### src/source/rx_pkg.sv
package rx_pkg;

    // ##############################
    // dataframe header layout
    // ##############################

    // identifier in the top byte of the 64-bit dataframe word
    localparam logic [7:0] HEADER_ID = 8'hAA;
    localparam int DF_ID_MSB = 63;

    // field widths, packed downward directly below the identifier
    localparam int CHANNEL_WIDTH = 12;
    localparam int LENGTH_WIDTH = 12;
    localparam int INFO_WIDTH = 4;

    // header and footer words that are not counted in the frame length
    localparam logic [31:0] SIZE_OVERHEAD = 32'd4;

    // ##############################
    // shared structs
    // ##############################

    typedef struct packed {
        logic                     is_header;
        logic [CHANNEL_WIDTH-1:0] channel;
        logic [LENGTH_WIDTH-1:0]  length;
        logic                     run_end;
        logic                     first_frame;
        logic                     not_last;
    } frame_header_t;

    typedef struct packed {
        logic [15:0]              run_index;
        logic [31:0]              received_size;
        logic [30:0]              hit_count;
        logic                     full;
        logic [CHANNEL_WIDTH-1:0] last_channel;
    } run_report_t;

endpackage

### src/source/frame_header_decoder.sv
`timescale 1ns/1ps

module frame_header_decoder #(
    parameter int TDATA_WIDTH = 128
) (
    input  logic                   ACLK,
    input  logic                   ARESETN,
    input  logic [TDATA_WIDTH-1:0] beat,
    input  logic                   beat_valid,
    output logic                   beat_ready,
    output rx_pkg::frame_header_t  hdr,
    output logic                   hdr_valid,
    input  logic                   hdr_ready
);

    // ##############################
    // field positions
    // ##############################

    localparam int ID_LSB      = rx_pkg::DF_ID_MSB - $bits(rx_pkg::HEADER_ID) + 1;
    localparam int CHANNEL_MSB = ID_LSB - 1;
    localparam int LENGTH_MSB  = CHANNEL_MSB - rx_pkg::CHANNEL_WIDTH;
    localparam int INFO_MSB    = LENGTH_MSB - rx_pkg::LENGTH_WIDTH;

    if (TDATA_WIDTH < rx_pkg::DF_ID_MSB + 1) begin : g_width_check
        $error("TDATA_WIDTH must hold at least one 64-bit dataframe word");
    end

    logic [rx_pkg::DF_ID_MSB:0]    frame;
    logic [rx_pkg::INFO_WIDTH-1:0] info;
    rx_pkg::frame_header_t         decoded;
    logic                          beat_fire;

    // only the low dataframe word of the beat carries a header
    assign frame = beat[rx_pkg::DF_ID_MSB:0];
    assign info  = frame[INFO_MSB -: rx_pkg::INFO_WIDTH];

    always_comb begin
        decoded.is_header   = (frame[rx_pkg::DF_ID_MSB:ID_LSB] == rx_pkg::HEADER_ID);
        decoded.channel     = frame[CHANNEL_MSB -: rx_pkg::CHANNEL_WIDTH];
        decoded.length      = frame[LENGTH_MSB -: rx_pkg::LENGTH_WIDTH];
        decoded.run_end     = (info[3:2] == 2'b10);
        decoded.first_frame = info[1];
        decoded.not_last    = info[0];
    end

    // ##############################
    // pipeline register
    // ##############################

    assign beat_ready = !hdr_valid || hdr_ready;
    assign beat_fire  = beat_valid && beat_ready;

    always_ff @(posedge ACLK) begin
        if (!ARESETN) begin
            hdr_valid <= 1'b0;
        end else if (beat_ready) begin
            hdr_valid <= beat_valid;
        end
    end

    // non-header beats still pass so the window sees every accepted beat
    always_ff @(posedge ACLK) begin
        if (beat_fire) begin
            hdr <= decoded;
        end
    end

endmodule

### src/source/readout_monitor_top.sv
`timescale 1ns/1ps

module readout_monitor_top #(
    parameter int TDATA_WIDTH  = 128,
    parameter int WINDOW_WIDTH = 20
) (
    input  logic                   ACLK,
    input  logic                   ARESETN,

    input  logic [TDATA_WIDTH-1:0] s_tdata,
    input  logic                   s_tvalid,
    output logic                   s_tready,

    output logic [31:0]            received_size,
    output logic [30:0]            hit_count,
    output logic                   full,

    output rx_pkg::run_report_t    m_report,
    output logic                   m_valid,
    input  logic                   m_ready
);

    logic [TDATA_WIDTH-1:0] beat;
    logic                   beat_valid;
    logic                   beat_ready;
    rx_pkg::frame_header_t  hdr;
    logic                   hdr_valid;
    logic                   hdr_ready;
    rx_pkg::run_report_t    snap;
    logic                   snap_valid;
    logic                   snap_ready;

    // ##############################
    // input side
    // ##############################

    stream_skid #(
        .item_t(logic [TDATA_WIDTH-1:0])
    ) u_in_skid (
        .ACLK     (ACLK),
        .ARESETN  (ARESETN),
        .in_data  (s_tdata),
        .in_valid (s_tvalid),
        .in_ready (s_tready),
        .out_data (beat),
        .out_valid(beat_valid),
        .out_ready(beat_ready)
    );

    // ##############################
    // processing
    // ##############################

    frame_header_decoder #(
        .TDATA_WIDTH(TDATA_WIDTH)
    ) u_decoder (
        .ACLK      (ACLK),
        .ARESETN   (ARESETN),
        .beat      (beat),
        .beat_valid(beat_valid),
        .beat_ready(beat_ready),
        .hdr       (hdr),
        .hdr_valid (hdr_valid),
        .hdr_ready (hdr_ready)
    );

    run_statistics #(
        .WINDOW_WIDTH(WINDOW_WIDTH)
    ) u_stats (
        .ACLK         (ACLK),
        .ARESETN      (ARESETN),
        .hdr          (hdr),
        .hdr_valid    (hdr_valid),
        .hdr_ready    (hdr_ready),
        .received_size(received_size),
        .hit_count    (hit_count),
        .full         (full),
        .snap         (snap),
        .snap_valid   (snap_valid),
        .snap_ready   (snap_ready)
    );

    // ##############################
    // output side
    // ##############################

    report_emitter u_emitter (
        .ACLK      (ACLK),
        .ARESETN   (ARESETN),
        .snap      (snap),
        .snap_valid(snap_valid),
        .snap_ready(snap_ready),
        .m_report  (m_report),
        .m_valid   (m_valid),
        .m_ready   (m_ready)
    );

endmodule

### src/source/report_emitter.sv
`timescale 1ns/1ps

module report_emitter (
    input  logic                ACLK,
    input  logic                ARESETN,
    input  rx_pkg::run_report_t snap,
    input  logic                snap_valid,
    output logic                snap_ready,
    output rx_pkg::run_report_t m_report,
    output logic                m_valid,
    input  logic                m_ready
);

    rx_pkg::run_report_t report_q;
    logic                report_valid;
    logic                skid_ready;
    logic                snap_fire;
    logic [15:0]         run_index;

    assign snap_ready = !report_valid || skid_ready;
    assign snap_fire  = snap_valid && snap_ready;

    always_ff @(posedge ACLK) begin
        if (!ARESETN) begin
            report_valid <= 1'b0;
            run_index    <= '0;
        end else if (snap_ready) begin
            report_valid <= snap_valid;
            if (snap_valid) begin
                run_index <= run_index + 16'd1;
            end
        end
    end

    // reports are numbered in the order they leave the statistics block
    always_ff @(posedge ACLK) begin
        if (snap_fire) begin
            report_q           <= snap;
            report_q.run_index <= run_index;
        end
    end

    // ##############################
    // output stage
    // ##############################

    stream_skid #(
        .item_t(rx_pkg::run_report_t)
    ) u_out_skid (
        .ACLK     (ACLK),
        .ARESETN  (ARESETN),
        .in_data  (report_q),
        .in_valid (report_valid),
        .in_ready (skid_ready),
        .out_data (m_report),
        .out_valid(m_valid),
        .out_ready(m_ready)
    );

endmodule

### src/source/run_statistics.sv
`timescale 1ns/1ps

module run_statistics #(
    parameter int WINDOW_WIDTH = 20
) (
    input  logic                  ACLK,
    input  logic                  ARESETN,
    input  rx_pkg::frame_header_t hdr,
    input  logic                  hdr_valid,
    output logic                  hdr_ready,
    output logic [31:0]           received_size,
    output logic [30:0]           hit_count,
    output logic                  full,
    output rx_pkg::run_report_t   snap,
    output logic                  snap_valid,
    input  logic                  snap_ready
);

    logic [WINDOW_WIDTH-1:0] window_cnt;
    logic                    accept;
    logic                    is_run_end;
    logic                    window_wrap;
    logic [31:0]             size_add;
    logic [30:0]             hit_add;
    logic [31:0]             size_next;
    logic [30:0]             hit_next;
    logic                    full_next;

    assign is_run_end = hdr.is_header && hdr.run_end;

    // a run-end item waits until the snapshot slot is free
    assign hdr_ready = !is_run_end || !snap_valid || snap_ready;
    assign accept    = hdr_valid && hdr_ready;

    // ##############################
    // next values
    // ##############################

    assign window_wrap = &window_cnt;

    assign size_add = hdr.is_header
                    ? 32'(hdr.length) + rx_pkg::SIZE_OVERHEAD
                    : 32'd0;
    assign hit_add  = {30'd0, hdr.is_header && hdr.first_frame};

    assign size_next = received_size + size_add;

    // the wrapping beat starts the new window with its own hit only
    assign hit_next  = window_wrap ? hit_add : hit_count + hit_add;
    assign full_next = full || (is_run_end && hdr.not_last);

    // ##############################
    // accumulators
    // ##############################

    always_ff @(posedge ACLK) begin
        if (!ARESETN) begin
            window_cnt    <= '0;
            received_size <= '0;
            hit_count     <= '0;
            full          <= 1'b0;
        end else if (accept) begin
            window_cnt    <= window_cnt + 1'b1;
            received_size <= size_next;
            hit_count     <= hit_next;
            full          <= full_next;
        end
    end

    // ##############################
    // report snapshot
    // ##############################

    always_ff @(posedge ACLK) begin
        if (!ARESETN) begin
            snap_valid <= 1'b0;
        end else if (accept && is_run_end) begin
            snap_valid <= 1'b1;
        end else if (snap_ready) begin
            snap_valid <= 1'b0;
        end
    end

    // the run index is stamped later by the emitter
    always_ff @(posedge ACLK) begin
        if (accept && is_run_end) begin
            snap.run_index     <= '0;
            snap.received_size <= size_next;
            snap.hit_count     <= hit_next;
            snap.full          <= full_next;
            snap.last_channel  <= hdr.channel;
        end
    end

    a_hit_hold: assert property (@(posedge ACLK) disable iff (!ARESETN)
        !accept |=> $stable(hit_count));

endmodule

### src/source/stream_skid.sv
`timescale 1ns/1ps

module stream_skid #(
    parameter type item_t = logic
) (
    input  logic  ACLK,
    input  logic  ARESETN,
    input  item_t in_data,
    input  logic  in_valid,
    output logic  in_ready,
    output item_t out_data,
    output logic  out_valid,
    input  logic  out_ready
);

    item_t      skid_data;
    logic       skid_valid;
    logic       ready_q;
    logic       in_fire;
    logic       out_fire;
    logic       load_out;
    logic [1:0] count_next;

    assign in_ready = ready_q;
    assign in_fire  = in_valid && ready_q;
    assign out_fire = out_valid && out_ready;
    assign load_out = !out_valid || out_ready;

    // occupancy after this edge, the ready for the next cycle comes from it
    assign count_next = {1'b0, out_valid} + {1'b0, skid_valid}
                      + {1'b0, in_fire} - {1'b0, out_fire};

    always_ff @(posedge ACLK) begin
        if (!ARESETN) begin
            ready_q <= 1'b0;
        end else begin
            ready_q <= (count_next < 2'd2);
        end
    end

    always_ff @(posedge ACLK) begin
        if (!ARESETN) begin
            out_valid  <= 1'b0;
            skid_valid <= 1'b0;
        end else if (load_out) begin
            out_valid  <= skid_valid || in_fire;
            skid_valid <= 1'b0;
        end else if (in_fire) begin
            skid_valid <= 1'b1;
        end
    end

    // the held entry always leaves first so order is kept
    always_ff @(posedge ACLK) begin
        if (load_out) begin
            if (skid_valid) begin
                out_data <= skid_data;
            end else if (in_fire) begin
                out_data <= in_data;
            end
        end else if (in_fire) begin
            skid_data <= in_data;
        end
    end

    a_out_stable: assert property (@(posedge ACLK) disable iff (!ARESETN)
        out_valid && !out_ready |=> out_valid && $stable(out_data));

    // a third beat would overwrite the held entry
    a_no_overflow: assert property (@(posedge ACLK) disable iff (!ARESETN)
        skid_valid |-> !in_ready);

endmodule

### config.mk
export PLATFORM = sky130hd
export DESIGN_NAME = readout_monitor_top
export DESIGN_NICKNAME = d
export VERILOG_FILES = /design/src/source/rx_pkg.sv /design/src/source/frame_header_decoder.sv /design/src/source/readout_monitor_top.sv /design/src/source/report_emitter.sv /design/src/source/run_statistics.sv /design/src/source/stream_skid.sv
export SDC_FILE = /design/constraint.sdc
export NUM_CORES = 1
export LEC_CHECK = 0
export ABC_AREA = 1
export BUFFER_PORTS_ARGS = -buffer_cell sky130_fd_sc_hd__buf_2
export CAP_MARGIN = 20
export CORE_MARGIN = 2
export CORE_UTILIZATION = 40
export CTS_BUF_LIST = sky130_fd_sc_hd__clkbuf_4 sky130_fd_sc_hd__clkbuf_8 sky130_fd_sc_hd__clkbuf_16
export DETAILED_ROUTE_END_ITERATION = 12
export SLEW_MARGIN = 20
export SYNTH_ARGS = -nofsm -noshare
export SYNTH_HDL_FRONTEND = slang
export SYNTH_SLANG_ARGS = --single-unit
### constraint.sdc
create_clock -name ACLK -period 13.3 [get_ports ACLK]
set_input_delay 0.665 -clock ACLK [delete_from_list [all_inputs] [get_ports ACLK]]
set_output_delay 0.665 -clock ACLK [all_outputs]
set_load 0.1 [all_outputs]
==> metrics.md, run 1 <==
| Metric | Value |
|---|---|
| Status | complete, no violations |
| Clock share of power | 45.1% |
| Area grow syn2layout | 17.02% |
| Worst endpoint required time | 13.80 ns |
| Multi-input logic area | 5779 um^2 |
| Cts bufs inserted | 58 |
| Pwr dens | 140.7 nW/um^2 |
| Post-DRT Antenna Nets | 0 |
| Worst reg2reg path depth | 13 |
| DIE AREA | 58440 um^2 |
| Post-synth top cells | nand2_1, edfxtp_1, inv_1, nor2_1, dfxtp_1 |
| Largest net degree at the start of global routing | 104 |
| Starting Density | 40.25% |
| Starting DRT DRC Count | 834 |
| Worst skew pair latency | 0.61 ns |
| NetSw | 0.7876 mW |
| Endpoints failing setup | 0 |
| Clock Path Buffers | 3 |
| Post-synth top area cell | edfxtp_1 |
| Die X | 241.7 um |
| Vias in the first global route | 14.50k |
| DR DRC count | 0 |
| Clock sinks | 561 |
| Hold Path Sink | u_in_skid.skid_data[31] |
| Post-DP HPWL | 30880 um |
| IO Pins | 290 |
| Mapped Area | 22610 um^2 |
| Wire length per cell | 15.04 um |
| Min Tclk post-route | 3.408 ns |
| Max Cap Violations | 0 |
| Register area share after synthesis | 69.68% |
| Reg-to-reg slack, setup | 9.89 ns |
| Crit. End Element | register |
| GR Overflow Total | 0 |
| Relative slew slack | 28.01% |
| Initial antenna violation count | 0 |
| PortBufs | 197 |
| Synth top area share | 60.03% |
| Max H-tree Level | 2 |
| Setup bufs post-CTS | 0 |
| Vias per cell | 4.684 |
| Register clock-pin slew on the reported worst setup and hold paths | 0.07 ns |
| Async SR Flop Fraction | 0% |
| Final Cycle Share | 25.62% |
| Crit Path Max Fanout | 29 |
| Hold path start | s_tdata[31] |
| Slew Limit Fails | 0 |
| # rows | 87 |
| Lkg Pwr | 10.93 nW |
| Top FF cell, synth | edfxtp_1 |
| DIE HEIGHT | 241.7 um |
| Count leader, synth | nand2_1 |
| Fmax achieved | 293.4 MHz |
| Worst hold path cell count | 1 |
| Critical path type | register to register |
| Worst reg2reg path endpoint | u_in_skid.in_ready |
| Final Hold Fails | 0 |
| Root Buffer | clkbuf_16 |
| Reg power frac | 51.4% |
| CP arrival | 3.91 ns |
| CTS Hold Bufs | 0 |
| Setup TNS | 0 ns |
| First-pass GRT wire length | 76590 um |
| GRT Util Overall | 16.27% |
| Global placer's final weighted congestion | 0.8768 |
| Post-Synthesis Cells | 2108 |
| Combinational Power Share | 3.5% |
| RSZ-0062 raised after global routing | false |
| Pre-antenna DRT Iters | 5 |
| Sw Ratio | 21.16% |
| Post_cts resized | 0 |
| Post-synth EDFFs | 452 |
| Synth top area cells | edfxtp_1, nand2_1, dfxtp_1 |
| Fin area | 26460 um^2 |
| P_int | 2.935 mW |
| Slew @ Worst Pin | 1.080 ns |
| #FFs+latches synth | 561 |
| Diode count | 0 |
| IR drop worst, VDD | 0.00009457 V |
| NumNets Final | 2473 |
| Flip-flop and latch area | 15760 um^2 |
| Min-Delay Path Class | input pin to register |
| Final Skew | 0.02455 ns |
| TritonCTS clock tree | yes |
| YS warnings | 0 |
| Synth cell types | 40 |
| Core ar. | 56170 um^2 |
| Syn nets | 2263 |
| Fillcell total | 5136 |
| Total number of vias | 14.62k |
| Kind of start point of the critical path | register |
| Share of cells above drive strength 1 | 15.34% |
| Area after DPL | 24420 um^2 |
| Routed WL | 46960 um |
| Synth Area per Inst | 10.73 um^2 |
| Worst r2r src | u_decoder.hdr[27] |
-- through the flow --
stage          util (%)  worst slack [ns]  power (mW)  std cells  hold WS, ns
3_5_place_dp      43.47             10.01       2.083       3013       0.4045
3_3_place_gp      43.47             10.05       2.080       3013       0.4010
4_1_cts           47.05             9.991       3.772       3121       0.1977
6_report          47.10             9.892       3.723       3122       0.2348
2_1_floorplan         -             7.686       2.046       2108       0.4003
5_1_grt           47.10             9.523       3.857       3122       0.2048
-- power by group through the flow --
| stage | sequential [mW] | combinational [mW] | clock, mW |
|---|---|---|---|
| finish | 1.91 | 0.132 | 1.68 |
| global route | 1.91 | 0.144 | 1.80 |
| CTS | 1.91 | 0.133 | 1.73 |
| detailed placement | 1.95 | 0.133 | 0 |
| global placement | 1.95 | 0.131 | 0 |
| floorplan | 2.00 | 0.0474 | 0 |
-- critical path: stages, from the launching register on --
cell and delay (ns):
edfxtp_1 0.58, nand2_1 0.09, inv_1 0.11, nand3_1 0.12
nor2_1 0.16, inv_1 0.07, nand2_1 0.08, clkinv_1 0.76
ha_1 0.64, inv_1 0.04, ha_1 0.26, a21o_1 0.19
o21ai_0 0.15, a21oi_1 0.06
-- layout by cell type (no fill, tap or decap), types with 5 or more instances in the layout --
master | netlist | final
or2_2 | 7 | 7
nor2_4 | 4 | 6
nor3_1 | 26 | 26
o21a_1 | 5 | 5
o21ai_0 | 70 | 70
nand3_1 | 100 | 100
nand2_2 | 9 | 9
buf_4 | 0 | 10
clkbuf_4 | 0 | 14
clkinvlp_4 | 0 | 6
xor2_1 | 22 | 22
ha_1 | 22 | 22
buf_2 | 12 | 197
bufinv_16 | 0 | 7
nand4_1 | 20 | 20
clkinv_2 | 0 | 9
nor2_2 | 7 | 7
dfxtp_1 | 109 | 108
inv_1 | 222 | 218
nand2_1 | 709 | 709
clkbuf_8 | 0 | 5
a21oi_1 | 93 | 93
nor2_1 | 130 | 128
clkbuf_16 | 0 | 59
edfxtp_1 | 452 | 452
-- layout make-up --
type                            instances  area share [%]
Timing Repair Buffer                  210           4.232
Tap cell                              756           3.575
Multi-Input combinational cell       1263           21.84
Clock inverter                         30           1.362
Inverter                              224           3.187
Clock buffer                           78           6.238
Sequential cell                       561           59.56
-- cells by family after synthesis --
group | after synthesis | synth area share (%)
simple gates | 1037 | 19.15
flops | 561 | 69.68
buf+inv | 284 | 4.820
compound gates | 178 | 4.073
xor+xnor | 25 | 0.9685
fa+ha+maj | 23 | 1.306
-- layer usage --
layer  global-route usage (%)  part of all wire (%)  up-vias
li1                         -                     -     7430
met1                    21.48                    46     6825
met2                    26.85                    46      297
met3                    3.718                   5.2       71
met4                    4.775                   2.3        0
met5                        0                     0        -
-- sequential cells by signal (all words and copies together), names as in the netlist, 16 cells and up --
name                            cells
u_emitter.u_out_skid.skid_data     92
u_decoder.hdr                      28
u_stats.received_size              32
u_in_skid.out_data                 36
u_emitter.report_q                 92
u_stats.snap                       76
u_stats.window_cnt                 20
u_in_skid.skid_data                36
u_emitter.u_out_skid.out_data      92
u_stats.hit_count                  31
u_emitter.run_index                16
-- worst max path at each step --
stage / startpoint / to
finish: u_decoder.hdr[27] / u_in_skid.in_ready
global route: u_decoder.hdr[27] / u_in_skid.in_ready
CTS: u_emitter.u_out_skid.skid_valid / u_emitter.u_out_skid.out_data[42]
detailed placement: u_emitter.u_out_skid.skid_valid / u_emitter.u_out_skid.out_data[16]
global placement: u_emitter.u_out_skid.skid_valid / u_emitter.u_out_skid.out_data[13]
floorplan: u_emitter.u_out_skid.out_valid / u_emitter.u_out_skid.skid_data[0]
(Power assumes the default switching activity.)
==> inputs of run 2 (changes only) <==
clock period = 3.5 ns   (was 13.3 ns; I/O delays follow)
==> metrics.md, run 2 (synthesized netlist as in run 1, its figures left out) <==
| Metric | Value |
|---|---|
| Reg power frac | 52.0% (+0.6 points) |
| Vias per cell | 4.678 (-0.12%) |
| Max H-tree Level | 2 (unchanged) |
| IR drop worst, VDD | 0.0003715 V (+290%) |
| DIE AREA | 58440 um^2 (unchanged) |
| Worst skew pair latency | 0.61 ns (about the same) |
| Worst path buffer plus inverter count | 2 (-2) |
| Sw Ratio | 21.49% (+0.34 points) |
| Wire length per cell | 14.90 um (-0.93%) |
| Kind of start point of the critical path | register |
| Relative slew slack | 31.63% (+3.6 points) |
| Post-DP HPWL | 31550 um (+2.2%) |
| Pwr dens | 520.5 nW/um^2 (+270%) |
| Post-DRT Antenna Nets | 0 (unchanged) |
| CP arrival | 3.30 ns (-0.61 ns) |
| Pre-antenna DRT Iters | 5 (unchanged) |
| # rows | 87 (unchanged) |
| NetSw | 3.003 mW (+280%) |
| GR Overflow Total | 0 (unchanged) |
| Critical path type | register to register |
| Combinational Power Share | 3.9% (+0.4 points) |
| GRT Util Overall | 16.24% (-0.029 points) |
| Most used cell, CP | nand2_1 |
| Worst endpoint required time | 3.86 ns (-9.94 ns) |
| Commonest non-fill, non-tap cell in the layout | nand2_1 |
| Cts bufs inserted | 59 (+1.7%) |
| Endpoints failing setup | 0 (unchanged) |
| Root Buffer | clkbuf_16 |
| Setup bufs post-CTS | 0 (unchanged) |
| NumNets Final | 2518 (+1.8%) |
| Diode count | 0 (unchanged) |
| Core ar. | 56170 um^2 (unchanged) |
| Final Hold Fails | 0 (unchanged) |
| TritonCTS clock tree | yes |
| Register clock-pin slew on the reported worst setup and hold paths | 0.06 ns (about the same) |
| Share of cells above drive strength 1 | 15.20% (-0.14 points) |
| DIE HEIGHT | 241.7 um (unchanged) |
| IO Pins | 290 (unchanged) |
| Final Cycle Share | 84.04% (+58 points) |
| Setup TNS | 0 ns (unchanged) |
| Total number of vias | 14.83k (+1.4%) |
| P_int | 10.97 mW (+270%) |
| Slowest cell on crit path | edfxtp_1 |
| Min-Delay Path Class | input pin to register |
| Crit. End Element | register |
| Family with the most delay on the worst path | simple AND/OR/NAND/NOR gates |
| Die X | 241.7 um (unchanged) |
| Lkg Pwr | 11.12 nW (+1.7%) |
| Crit Path Max Fanout | 4 (-86%) |
| CTS Hold Bufs | 39 (+39) |
| Clock Path Buffers | 3 (unchanged) |
| Starting DRT DRC Count | 949 (+14%) |
| Fmax achieved | 340.0 MHz (+16%) |
| Area grow syn2layout | 18.73% |
| RSZ-0062 raised after global routing | false |
| Initial antenna violation count | 1 (+1) |
| Top Registers | u_emitter.report_q (92), u_emitter.u_out_skid.out_data (92), u_emitter.u_out_skid.skid_data (92) |
| Post_cts resized | 0 (unchanged) |
| Most frequent cells in the layout | nand2_1, edfxtp_1, inv_1 |
| DR DRC count | 0 (unchanged) |
| Largest net degree at the start of global routing | 104 (unchanged) |
| Hold Slack | 0.2765 ns (+0.04167 ns) |
| Status | complete, no violations |
| Power Total | 13.97 mW (+280%) |
| Slew Limit Fails | 0 (unchanged) |
| Min Tclk post-route | 2.941 ns (-0.4665 ns) |
| Clock share of power | 44.1% (-1.0 points) |
| Slew @ Worst Pin | 1.025 ns (-0.05434 ns) |
| First-pass GRT wire length | 76580 um (about the same) |
| Clock sinks | 561 (unchanged) |
| Slowest stage delay, CP | 0.37 ns (-0.39 ns) |
| Vias in the first global route | 14.59k (+0.64%) |
| Starting Density | 40.25% (unchanged) |
| Max Cap Violations | 0 (unchanged) |
| Final Skew | 0.01804 ns (-0.006509 ns) |
| Routed WL | 47240 um (+0.59%) |
| Global placer's final weighted congestion | 0.8627 (-1.6%) |
| Crit-path cells | nand3_1, nor2_1, nand3_1, nor2_1, nand2_1, o21ai_0, a21oi_1, ha_1, nand2_1, inv_1, nand2_1, nor3_1, nand2_1, nand2_1, xor2_1, inv_1 |
| PortBufs | 197 (unchanged) |
-- run 2: cell type report --
cell class | instances | area [um^2]
inverters | 224 | 843.3
flip-flops and latches | 561 | 15760
clock inverters | 25 | 250.2
fillers | 5165 | 29320
clock buffers | 87 | 1705
multi-input cells | 1263 | 5779
repair buffers | 254 | 1562
well taps | 756 | 945.9
-- run 2: per-stage QoR --
stage / cells / util [%] / cell area, um^2 / setup WS, ns
5_1_grt: 3170 / 47.79 / 26840 / 0.2006
4_1_cts: 3170 / 47.79 / 26840 / 0.5835
6_report: 3170 / 47.79 / 26840 / 0.5585
3_5_place_dp: 3019 / 43.62 / 24500 / 0.6117
2_1_floorplan: 2108 / - / 22620 / 0.1692
3_3_place_gp: 3019 / 43.62 / 24500 / 0.6457
-- run 2: metal layers --
| layer | routed length, um | share of wire (%) | track usage (%) | up-vias |
|---|---|---|---|---|
| met4 | 961 | 2.0 | 4.466 | 0 |
| met1 | 21270 | 45 | 21.02 | 6933 |
| met2 | 22330 | 47 | 27.30 | 290 |
| met3 | 2676 | 5.7 | 3.873 | 72 |
| li1 | - | - | - | 7535 |
| met5 | 0 | 0 | 0 | - |
-- run 2: power groups by stage --
| stage | clock network [mW] | registers [mW] | logic, mW |
|---|---|---|---|
| after floorplan | 0 | 7.60 | 0.180 |
| after global placement | 0 | 7.41 | 0.501 |
| after detailed placement | 0 | 7.41 | 0.507 |
| after CTS | 6.37 | 7.27 | 0.542 |
| after global routing | 6.63 | 7.27 | 0.584 |
| final | 6.16 | 7.27 | 0.538 |
-- run 2: path summary, 6_finish.rpt --
check / from / to / slack (ns) / cells past startpoint
setup / recovery: u_decoder.hdr[5] / u_stats.snap[59] / 0.56 / 16
hold / removal: s_tdata[32] / u_in_skid.skid_data[32] / 0.28 / 2
setup reg to reg: u_decoder.hdr[5] / u_stats.snap[59] / 0.56 / 16
hold reg to reg: u_in_skid.out_data[45] / u_decoder.hdr[16] / 0.41 / 0
==> inputs of run 3 (changes only) <==
ABC_AREA = 0   (was 1)
clock period = 2.52 ns   (was 3.5 ns; I/O delays follow)
==> metrics.md, run 3 <==
| Metric | Value |
|---|---|
| Status | complete, but fails checks |
| Failing checks | negative setup slack |
| Top FF cell, synth | edfxtp_1 |
| Endpoints failing setup | 45 (+45) |
| Register area share after synthesis | 72.80% (+3.1 points) |
| DIE AREA | 55980 um^2 (-4.2%) |
| Post-synth top cells | edfxtp_1, mux2_2, nor2_1, dfxtp_1, nand2_1 |
| Kind of start point of the critical path | register |
| Area grow syn2layout | 25.98% |
| TritonCTS clock tree | yes |
| Final core utilization | 50.76% (+3.0 points) |
| Core ar. | 53710 um^2 (-4.4%) |
| Wire length per cell | 17.52 um (+18%) |
| Worst reg2reg path endpoint | u_stats.snap[71] |
| Synth top area cells | edfxtp_1, dfxtp_1, mux2_2 |
| Min Tclk post-route | 2.929 ns (-0.01293 ns) |
| Starting Density | 40.30% (+0.044 points) |
| Worst Setup Slack post-DPL | -0.4619 ns (-1.074 ns) |
| Vias in the first global route | 12.42k (-15%) |
| Relative slew slack | 57.96% (+26 points) |
| CP arrival | 3.29 ns (about the same) |
| Top Registers | u_emitter.report_q (92), u_emitter.u_out_skid.out_data (92), u_emitter.u_out_skid.skid_data (92) |
| Largest net degree at the start of global routing | 94 (-9.6%) |
| YS warnings | 0 (unchanged) |
| Mapped Area | 21640 um^2 (-4.3%) |
| Post-Synthesis Cells | 1446 (-31%) |
| Fmax achieved | 341.5 MHz (+0.44%) |
| Slew @ Worst Pin | 0.6306 ns (-0.3949 ns) |
| Final Hold Fails | 0 (unchanged) |
| Commonest non-fill, non-tap cell in the layout | edfxtp_1 |
| Worst Setup EP | u_stats.snap[71] |
| GRT Util Overall | 15.72% (-0.51 points) |
| #FFs+latches synth | 561 (unchanged) |
| Reg-to-reg slack, setup | -0.41 ns (-0.97 ns) |
| Worst r2r src | u_decoder.hdr[9] |
| Min-Delay Path Class | input pin to register |
| Pwr dens | 687.9 nW/um^2 (+32%) |
| Synth top area share | 62.72% (+2.7 points) |
| Die X | 236.6 um (-2.1%) |
| IO Pins | 290 (unchanged) |
| Post-DP HPWL | 28690 um (-9.1%) |
| Cts bufs inserted | 57 (-3.4%) |
| Cell count after placement | 2375 (-21%) |
| Routed WL | 44590 um (-5.6%) |
| First-pass GRT wire length | 69550 um (-9.2%) |
| Starting DRT DRC Count | 535 (-44%) |
| DR DRC count | 0 (unchanged) |
| Register clock-pin slew on the reported worst setup and hold paths | 0.06 ns (about the same) |
| Post-DRT Antenna Nets | 0 (unchanged) |
| Diode count | 0 (unchanged) |
| Most frequent cells in the layout | edfxtp_1, buf_2, mux2_2 |
| NumNets Final | 1955 (-22%) |
| Synth cell types | 63 (+57%) |
| Share of cells above drive strength 1 | 37.16% (+22 points) |
| Area after DPL | 24370 um^2 (-0.52%) |
| Final worst slack | -0.4085 ns (-0.9671 ns) |
| Total number of vias | 12.47k (-16%) |
| Pre-antenna DRT Iters | 5 (unchanged) |
| Initial antenna violation count | 0 (-1) |
| Final Skew | 0.02939 ns (+0.01135 ns) |
| Async SR Flop Fraction | 0% (unchanged) |
| Worst skew pair latency | 0.62 ns (about the same) |
| Fin area | 27260 um^2 (+1.6%) |
| Root Buffer | clkbuf_16 |
| Slew Limit Fails | 0 (unchanged) |
| Hold Slack | 0.2237 ns (-0.05277 ns) |
| Crit. Startpoint | u_decoder.hdr[9] |
| Syn nets | 1601 (-29%) |
| Synth Area per Inst | 14.97 um^2 (+40%) |
| DIE HEIGHT | 236.6 um (-2.1%) |
| Final Cycle Share | 116.2% (+32 points) |
| Post-synth top area cell | edfxtp_1 |
| Count leader, synth | edfxtp_1 |
| Worst reg2reg path depth | 12 (-4) |
| Crit Path Max Fanout | 6 (+2) |
| Lkg Pwr | 9.554 nW (-14%) |
| Post-synth EDFFs | 452 (unchanged) |
| PortBufs | 197 (unchanged) |
| Clock Path Buffers | 3 (unchanged) |
| RSZ-0062 raised after global routing | true |
| # rows | 85 (-2.3%) |
| Crit. End Element | register |
| Vias per cell | 4.899 (+4.7%) |
| Power Total | 18.75 mW (+34%) |
| Non-Filler Instances | 2545 (-20%) |
| Critical path type | register to register |
| Max H-tree Level | 2 (unchanged) |
| Worst endpoint required time | 2.88 ns (-0.98 ns) |
| Setup TNS | -13.03 ns (-13.03 ns) |
| IR drop worst, VDD | 0.0005348 V (+44%) |
| Clock sinks | 561 (unchanged) |
| GR Overflow Total | 0 (unchanged) |
| Max Cap Violations | 0 (unchanged) |
| Global placer's final weighted congestion | 0.8294 (-3.9%) |
## run 3: cell types whose count changed after synthesis, moves of 28 or more
| cell | change |
|---|---|
| inv_1 | -208 |
| mux2_2 | +129 |
| nand2_1 | -608 |
| nand3_1 | -59 |
| o21ai_0 | -28 |
| xnor2_1 | +52 |
| xor2_1 | +29 |
## run 3: layout make-up
| cell class | instances | area [um^2] |
|---|---|---|
| tap | 696 | 870.8 |
| inverter | 15 | 57.56 |
| sequential | 561 | 15800 |
| fill | 4505 | 26440 |
| multi-input combinational | 821 | 6269 |
| timing repair buffer | 344 | 2365 |
| clock inverter | 33 | 301.5 |
| clock buffer | 75 | 1598 |
## run 3: worst max-delay path, stage by stage, from the launching register on
cell      delay [ns]
edfxtp_1        0.36
and3_4          0.20
and3_4          0.22
nand3_4         0.07
xnor2_2         0.13
and2_4          0.17
ha_4            0.24
a21oi_4         0.12
o21ai_2         0.08
a221o_2         0.45
or2_4           0.32
and3_4          0.18
xor2_1          0.13
## run 3: timing repair
item	4_1_cts	5_1_grt
gates resized for setup	40	59
pin swaps	40	36
hold buffers	39	0
buffers inserted	11	15
setup endpoints to repair	51	57
hold endpoints to repair	91	0
gates cloned	2	0
## run 3: worst min-delay path by stage
stage | startpoint | endpoint | slack (ns) | cells past startpoint
3_3_place_gp | s_tdata[51] | u_in_skid.skid_data[51] | 0.32 | 1
6_report | s_tdata[39] | u_in_skid.skid_data[39] | 0.22 | 2
5_1_grt | s_tdata[38] | u_in_skid.skid_data[38] | 0.21 | 2
3_5_place_dp | s_tdata[55] | u_in_skid.skid_data[55] | 0.32 | 1
2_1_floorplan | s_tdata[28] | u_in_skid.skid_data[28] | 0.22 | 0
4_1_cts | s_tdata[39] | u_in_skid.skid_data[39] | 0.19 | 2
## run 3: cell families (layout without fill, tap and decap cells)
logic type	count (synthesis)	count (layout)	share of synthesized area, %
flops	561	561	72.80
fa+ha+maj	23	23	1.364
xor+xnor	106	106	4.290
mux	132	132	6.851
simple gates	413	413	9.395
buf+inv	66	467	1.260
compound gates	145	147	4.041
## run 3: power by group
| group | internal [mW] | switching (mW) |
|---|---|---|
| logic | 0.158 | 0.220 |
| clock network | 4.82 | 3.56 |
| registers | 9.97 | 0.0242 |
## run 3: per-layer routing
metal	wire, um	vias up	global-route usage, %
met4	1100	0	4.795
met2	20820	238	25.38
met1	20300	6105	21.29
met5	0	-	0
met3	2377	72	3.497
li1	-	6053	-
